**src/common/fetch_pkg.sv**
```systemverilog
/* fetch package: widths, instruction constants and state encoding
   shared by the instruction fetch unit and its bus master */
`default_nettype none

package fetch_pkg;

	// data and address width of the core
	localparam int XLEN = 32;

	typedef logic [XLEN-1:0] data_t;
	typedef logic [31:0]     instr_t;

	// external boot address, zero-extended into the pc
	typedef logic [9:0] boot_pc_t;

	// AXI-Lite read response code
	typedef logic [1:0] axil_resp_t;

	// four queue entries
	localparam int QUEUE_ADDR_WIDTH = 2;

	// entry count at which fetch pauses
	localparam int QUEUE_ALMOST_FULL = 2;

	// addi x0, x0, 0
	localparam instr_t NOP = 32'h00000013;

	localparam instr_t ECALL = 32'h00000073;

	// bus words arrive with their four bytes reversed
	localparam bit INSTR_BYTE_SWAP = 1'b1;

	// IDLE    waiting for go from the debugger
	// FETCH   requesting words
	// HOLD    queue almost full, no new requests
	// ECALL_WAIT  ecall fetched, waiting for it to retire
	typedef enum logic [1:0] {
		IDLE,
		FETCH,
		HOLD,
		ECALL_WAIT
	} fetch_state_t;

endpackage

`default_nettype wire

```
**src/logic/axil_read_master.sv**
```systemverilog
/* AXI-Lite read master: one fetch request becomes one read transaction,
   data returned registered with a done pulse */
`timescale 1ns/1ps
`default_nettype none

module axil_read_master (
	input  wire                          clk,
	input  wire                          rst_n,
	input  wire                          req,
	input  wire fetch_pkg::data_t        req_addr,
	input  wire                          arready,
	input  wire fetch_pkg::data_t        rdata,
	input  wire fetch_pkg::axil_resp_t   rresp,
	input  wire                          rvalid,
	output logic                         busy,
	output logic                         done,
	output fetch_pkg::data_t             rd_data,
	output fetch_pkg::data_t             araddr,
	output logic                         arvalid,
	output logic                         rready
);

	typedef enum logic [1:0] {
		RD_IDLE,
		RD_ADDR,
		RD_DATA,
		RD_DONE
	} rd_state_t;

	rd_state_t state;
	rd_state_t state_nxt;

	always_ff @(posedge clk or negedge rst_n) begin
		if (!rst_n)
			state <= RD_IDLE;
		else
			state <= state_nxt;
	end

	always_comb begin
		state_nxt = state;
		unique case (state)
			RD_IDLE, RD_DONE: state_nxt = req ? RD_ADDR : RD_IDLE;
			RD_ADDR:          if (arready) state_nxt = RD_DATA;
			RD_DATA:          if (rvalid) state_nxt = RD_DONE;
			default:          state_nxt = RD_IDLE;
		endcase
	end

	// rresp is not checked, an instruction fetch has no fault path here
	always_ff @(posedge clk) begin
		if (req && !busy)
			araddr <= req_addr;
		if (state == RD_DATA && rvalid)
			rd_data <= rdata;
	end

	assign busy    = (state == RD_ADDR) || (state == RD_DATA);
	assign arvalid = (state == RD_ADDR);
	assign rready  = (state == RD_DATA);
	assign done    = (state == RD_DONE);

endmodule

`default_nettype wire

```
**config.mk**
```make
export PLATFORM = sky130hd
export DESIGN_NAME = axil_read_master
export DESIGN_NICKNAME = d
export VERILOG_FILES = /design/src/common/fetch_pkg.sv /design/src/logic/axil_read_master.sv
export SDC_FILE = /design/constraint.sdc
export NUM_CORES = 1
export LEC_CHECK = 0
export BUFFER_PORTS_ARGS = -buffer_cell sky130_fd_sc_hd__buf_2
export CORE_UTILIZATION = 25
export DETAILED_ROUTE_END_ITERATION = 16
export PLACE_DENSITY = 0.61
export SLEW_MARGIN = 25
export SYNTH_ARGS = -nofsm -noshare
export SYNTH_HDL_FRONTEND = slang
export SYNTH_SLANG_ARGS = --single-unit
```
**constraint.sdc**
```tcl
create_clock -name clk -period 3.12 [get_ports clk]
set_clock_uncertainty 0.05 [all_clocks]
set_input_delay 0.468 -clock clk [delete_from_list [all_inputs] [get_ports clk]]
set_output_delay 0.468 -clock clk [all_outputs]
set_load 0.02 [all_outputs]
```
* Word level (Yosys, flattened, before mapping)
Index checks and enable logic that the tools add are counted.
Widths: inputs -> output; s select.
** Storage, ports and cells
- Flip-flop bits (word level) :: 66
- Logic and storage cells :: 19
- Input bits :: 71
- Output and inout port bits :: 68
- Memories :: 0
- Bits in latches :: 0
- Memory bits (read-only) :: 0
- Bits in writable memories :: 0
** Operators by class
- $lt $le $gt $ge :: 0
- Eq/ne operators :: 5
- Shift operators :: 0
- Bitwise operators :: 0
- Multipliers :: 0
- Muxes and demuxes :: 4
- Reductions and logical operators :: 7
- Divide/modulo/power cells :: 0
- Add/subtract/negate cells :: 0
** Operators by type and width (count)
- $pmux 2 s3 :: 1
- $eq 2x2->1 const B :: 2
- $mux 2 :: 2
- $ne 2x2->1 const B :: 2
- $eq 2x1->1 const B :: 1
- $logic_and 1x1->1 :: 2
- $logic_not 2->1 :: 1
- $reduce_and 2->1 :: 1
- $reduce_or 2->1 :: 1
- $logic_not 1->1 :: 1
- $logic_or 1x1->1 :: 1
- $mux 1 :: 1

* Longest topological paths before layout
- Word-level depth :: 4
- Mapped depth :: 5
- Depth with buffers taken out :: 5

* Worst setup path after synthesis
OpenSTA, ideal clock, no wires.
- Path type :: reg-to-reg
- Start :: register state[0]
- End :: register araddr[0], enable pin
- Required time :: 2.677 ns
- Buffers on the path :: 0
- Period minus slack after synthesis :: 1.983 ns
- Cell stages (with the launch flop) :: 4
- Slack :: 1.137 ns
- Library setup time :: 0.393 ns
- Arrival :: 1.541 ns
- Path through :: dfrtp_1 -> inv_1 -> ha_1 -> and2_1
** Between the ends
- Word-level cells in the longest chain between the ends :: 4
- Elaborated cells between the ends (all ways) :: 5
- Those cells by class :: eq/ne: 2; reduce/logical: 3
** RTL lines
- start: declaration :: RTL line axil_read_master.sv:30 : rd_state_t state;
- start signal: assignment :: RTL line axil_read_master.sv:37 : state <= state_nxt;
- $eq 2x1->1 or $eq 2x2->1 (tied branches) :: RTL line axil_read_master.sv:58 : assign busy = (state == RD_ADDR) || (state == RD_DATA);
- $logic_or 1x1->1 (*) :: RTL line axil_read_master.sv:58
- $logic_not 1->1 (*) :: RTL line axil_read_master.sv:52 : if (req && !busy)
- $logic_and 1x1->1 (*) :: RTL line axil_read_master.sv:52
- end signal: assignment :: RTL line axil_read_master.sv:53 : araddr <= req_addr;
- end: declaration :: RTL line axil_read_master.sv:18 : output fetch_pkg::data_t araddr,
Every way passes the cells marked *; elsewhere a longest branch is shown, timed or not.
A chain may end at the register's enable or synchronous reset.

* Worst setup path in the final report
- Start :: register state[0]
- End :: output busy
** Between the ends
- Word-level cells in the longest chain between the ends :: 2
- Elaborated cells between the ends (all ways) :: 3
- Those cells by class :: eq/ne: 2; reduce/logical: 1
** RTL lines
- $eq 2x1->1 or $eq 2x2->1 (tied branches) :: RTL line axil_read_master.sv:58
- $logic_or 1x1->1 (*) :: RTL line axil_read_master.sv:58
- end: declaration :: RTL line axil_read_master.sv:15 : output logic busy,
Marks and branches as above.

==> flow_summary_export.csv <==
group,metric,value,unit
setup_path,reg2reg_depth,3,
power_and_ir_drop,power_density,878,mW/mm2
placed_design,post_dp_cell_area,0.00291,mm2
synthesis,synth_fa_ha_area_share,2.39,%
synthesis,synth_nets,156,
setup_path,setup.worst_path.end_class,"output port",
sta,rsz0062_at_grt,"false",
grt,grt_usage,10.2,%
clock_tree,cts_buffers,9,
sta,fin_crit,1.85,ns
routing,drtAntennaViolNets,0,
synthesis,syn_inst,81,
layout,area_delta_synth_final,47.8,%
die,num_io_pins,139,
grt,overflow,0,
die,initial_core_util,26.4,%
placed_design,gp_congestion,0.729,
sta,setup_viol,0,
routing,viasPerCell,3.87,
synthesis,synth_compound_area_share,0.837,%
synthesis,synth_top_family_by_area,"adder cells",
clock_tree,tritoncts,"yes",
die,core,0.00793,mm2
sta,fmax,541,MHz
setup_path,regToRegSetupSlack,1.40,ns
routing,drt_wl_total,4200,um
setup_path,crit_slowest_cell,"dfrtp_1",
layout,nets,305,
clock_tree,cts_root_buf,"clkbuf_8",
setup_path,worstPathCellList,"inv_1 > ha_1 > inv_1 > buf_2",
die,die_width,93.5,um
power_and_ir_drop,p_leak,1.32,nW
clock_tree,htree_levels,3,
layout,final_area,0.00309,mm2
synthesis,yosysMostFrequentCell,"edfxtp_1",
setup_path,slowest_delay,0.37,ns
clock_tree,cts_sinks,66,
routing,avgRoutedWirePerCell,12.5,um
clock_tree,cts.path.max_buffers,2,
routing,firstDrtPassIters,3,
setup_path,r2r_end,"rd_data[1]$_DFFE_PP_",
setup_path,path_common_cell,"inv_1",
synthesis,ys_ff_latch,66,
die,die_h,93.5,um
synthesis,syn_avg_cell_area,25.8,um2
setup_path,crit_required,2.60,ns
sta,worst-slew-pin-transition,0.707,ns
die,dieArea,0.00874,mm2
layout,drive_gt1_share,64.1,%
synthesis,syn_area,0.00209,mm2
clock_tree,post_cts_buffers,0,
synthesis,synth_top_cell_by_area,"edfxtp_1",
sta,period_share,59.3,%
synthesis,synth_async_sr_flop_share,3.03,%
synthesis,synth-main-ff-cell,"edfxtp_1",
routing,drt_iter0_markers,16,
clock_tree,clk_pin_slew,0.07,ns
setup_path,crit_path_start,"state[0]$_DFFE_PN0P_",
layout,antenna_cells,0,
synthesis,synth_edf_count,64,
grt,grt_pass1_vias,1398,
flow_run,maxCapViolCount,0,
routing,vias,1299,
hold_path,holdCritPathClass,"primary input to flop",
synthesis,synthSimpleGateAreaFrac,0.658,%
placed_design,io_buffers,136,
synthesis,netlist.area_leader.share,91.9,%
setup_path,critPathLaunchType,"flop",
synthesis,synthMuxAreaShare,0.957,%
synthesis,ys_warn_count,0,
setup_path,rr_startpoint,"state[0]$_DFFE_PN0P_",
synthesis,synthTopCellsByArea,"edfxtp_1 92%, dfrtp_1 2.4%, ha_1 2.4%, mux2i_1 0.96%, inv_1 0.90%",
setup_path,critical_path.endpoint,"busy",
die,row_count,32,
sta,relSlewSlack,52.9,%
grt,grt_pass1_wl,6310,um
power_and_ir_drop,ir_worst_vdd,400,uV
setup_path,crit_fanout,3,
synthesis,synth_xor_area_share,0,%
synthesis,synth-seq-area-share,94.3,%
sta,hold_violations,0,
sta,tns,0,ns
routing,drc,0,
grt,antenna_found_initial,0,
status,status,"finished, final reports clean",
clock_tree,clk-insertion-delay-late,0.32,ns
grt,grt_max_degree,33,
synthesis,synth_common_cells,"64 x edfxtp_1, 5 x inv_1, 4 x ha_1",
sta,maxSlewViolCount,0,
placed_design,hpwl,3250,um
setup_path,crit_arrival,1.33,ns
synthesis,synth_cell_types,9,
setup_path,crit_type,"flop to output port",
logic make-up (layout without fill, tap and decap cells):
group           count (synthesis)  in the layout
mux                             2              2
flops                          66             66
buf+inv                         5            158
compound gates                  2              2
fa+ha+maj                       4              4
simple gates                    2              2
flip-flops by register name, summed over array words and instances (netlist names):
signal and cells:
araddr 32, rd_data 32, state 2
how the worst min path moves through the flow:
stage,start,endpoint,cells past startpoint
2_1_floorplan,rst_n,state[0]$_DFFE_PN0P_,0
3_3_place_gp,rst_n,state[0]$_DFFE_PN0P_,1
3_5_place_dp,rst_n,state[1]$_DFFE_PN0P_,1
4_1_cts,rdata[26],rd_data[26]$_DFFE_PP_,1
5_1_grt,rdata[30],rd_data[30]$_DFFE_PP_,1
6_report,req_addr[26],araddr[26]$_DFFE_PP_,1
report_power, final:
group | switching [W] | internal (W) | leakage [nW] | total, W
Clock | 0.000282 | 0.000355 | 0.0886 | 0.000637
Combinational | 0.000536 | 0.000229 | 0.616 | 0.000764
Sequential | 0.0000550 | 0.00126 | 0.620 | 0.00131
Total | 0.000873 | 0.00184 | 1.32 | 0.00271
timing repair:
action | 4_1_cts | 5_1_grt
hold buffers | 1 | 0
setup endpoints to repair | 0 | 0
resized for setup | 0 | 0
hold endpoints to repair | 2 | 0
per-layer routing:
layer | global-route usage (%) | vias up | wire length (um)
met5 | 0 | - | 0
li1 | - | 609 | -
met2 | 15.8 | 111 | 1880
met3 | 6.59 | 7 | 711
met4 | 6.15 | 0 | 76
met1 | 10.2 | 572 | 1530
per-stage QoR:
stage / hold slack [ns] / util [%] / instances / setup slack [ns] / power (W)
final: 0.264 / 39.0 / 336 / 1.27 / 0.00271
after global routing: 0.236 / 39.0 / 336 / 1.18 / 0.00287
after floorplan: 0.122 / - / 81 / 1.14 / 0.00182
after global placement: 0.207 / 36.7 / 320 / 1.40 / 0.00210
after detailed placement: 0.212 / 36.7 / 320 / 1.37 / 0.00212
after CTS: 0.242 / 39.0 / 336 / 1.23 / 0.00277
cells in the final DEF (no fill, tap or decap), types with 2 or more instances in the layout:
| cell type | count |
|---|---|
| buf_2 | 136 |
| clkbuf_8 | 9 |
| clkinv_1 | 3 |
| dfrtp_1 | 2 |
| edfxtp_1 | 64 |
| ha_1 | 4 |
| inv_1 | 5 |
| mux2i_1 | 2 |
area by class of cell:
| type | count | area, um2 |
|---|---|---|
| clock inverters | 5 | 46.3 |
| well taps | 102 | 128 |
| multi-input cells | 10 | 101 |
| inverters | 5 | 18.8 |
| fillers | 758 | 4840 |
| repair buffers | 138 | 698 |
| flip-flops and latches | 66 | 1970 |
| clock buffers | 10 | 128 |
worst max-delay path, delay by kind of cell, from the launching register on:
kind                       cells  cell delay (ns)
DFF                            1             0.37
adders and majority gates      1             0.32
buffers and inverters          3             0.32
(Power assumes the default switching activity.)
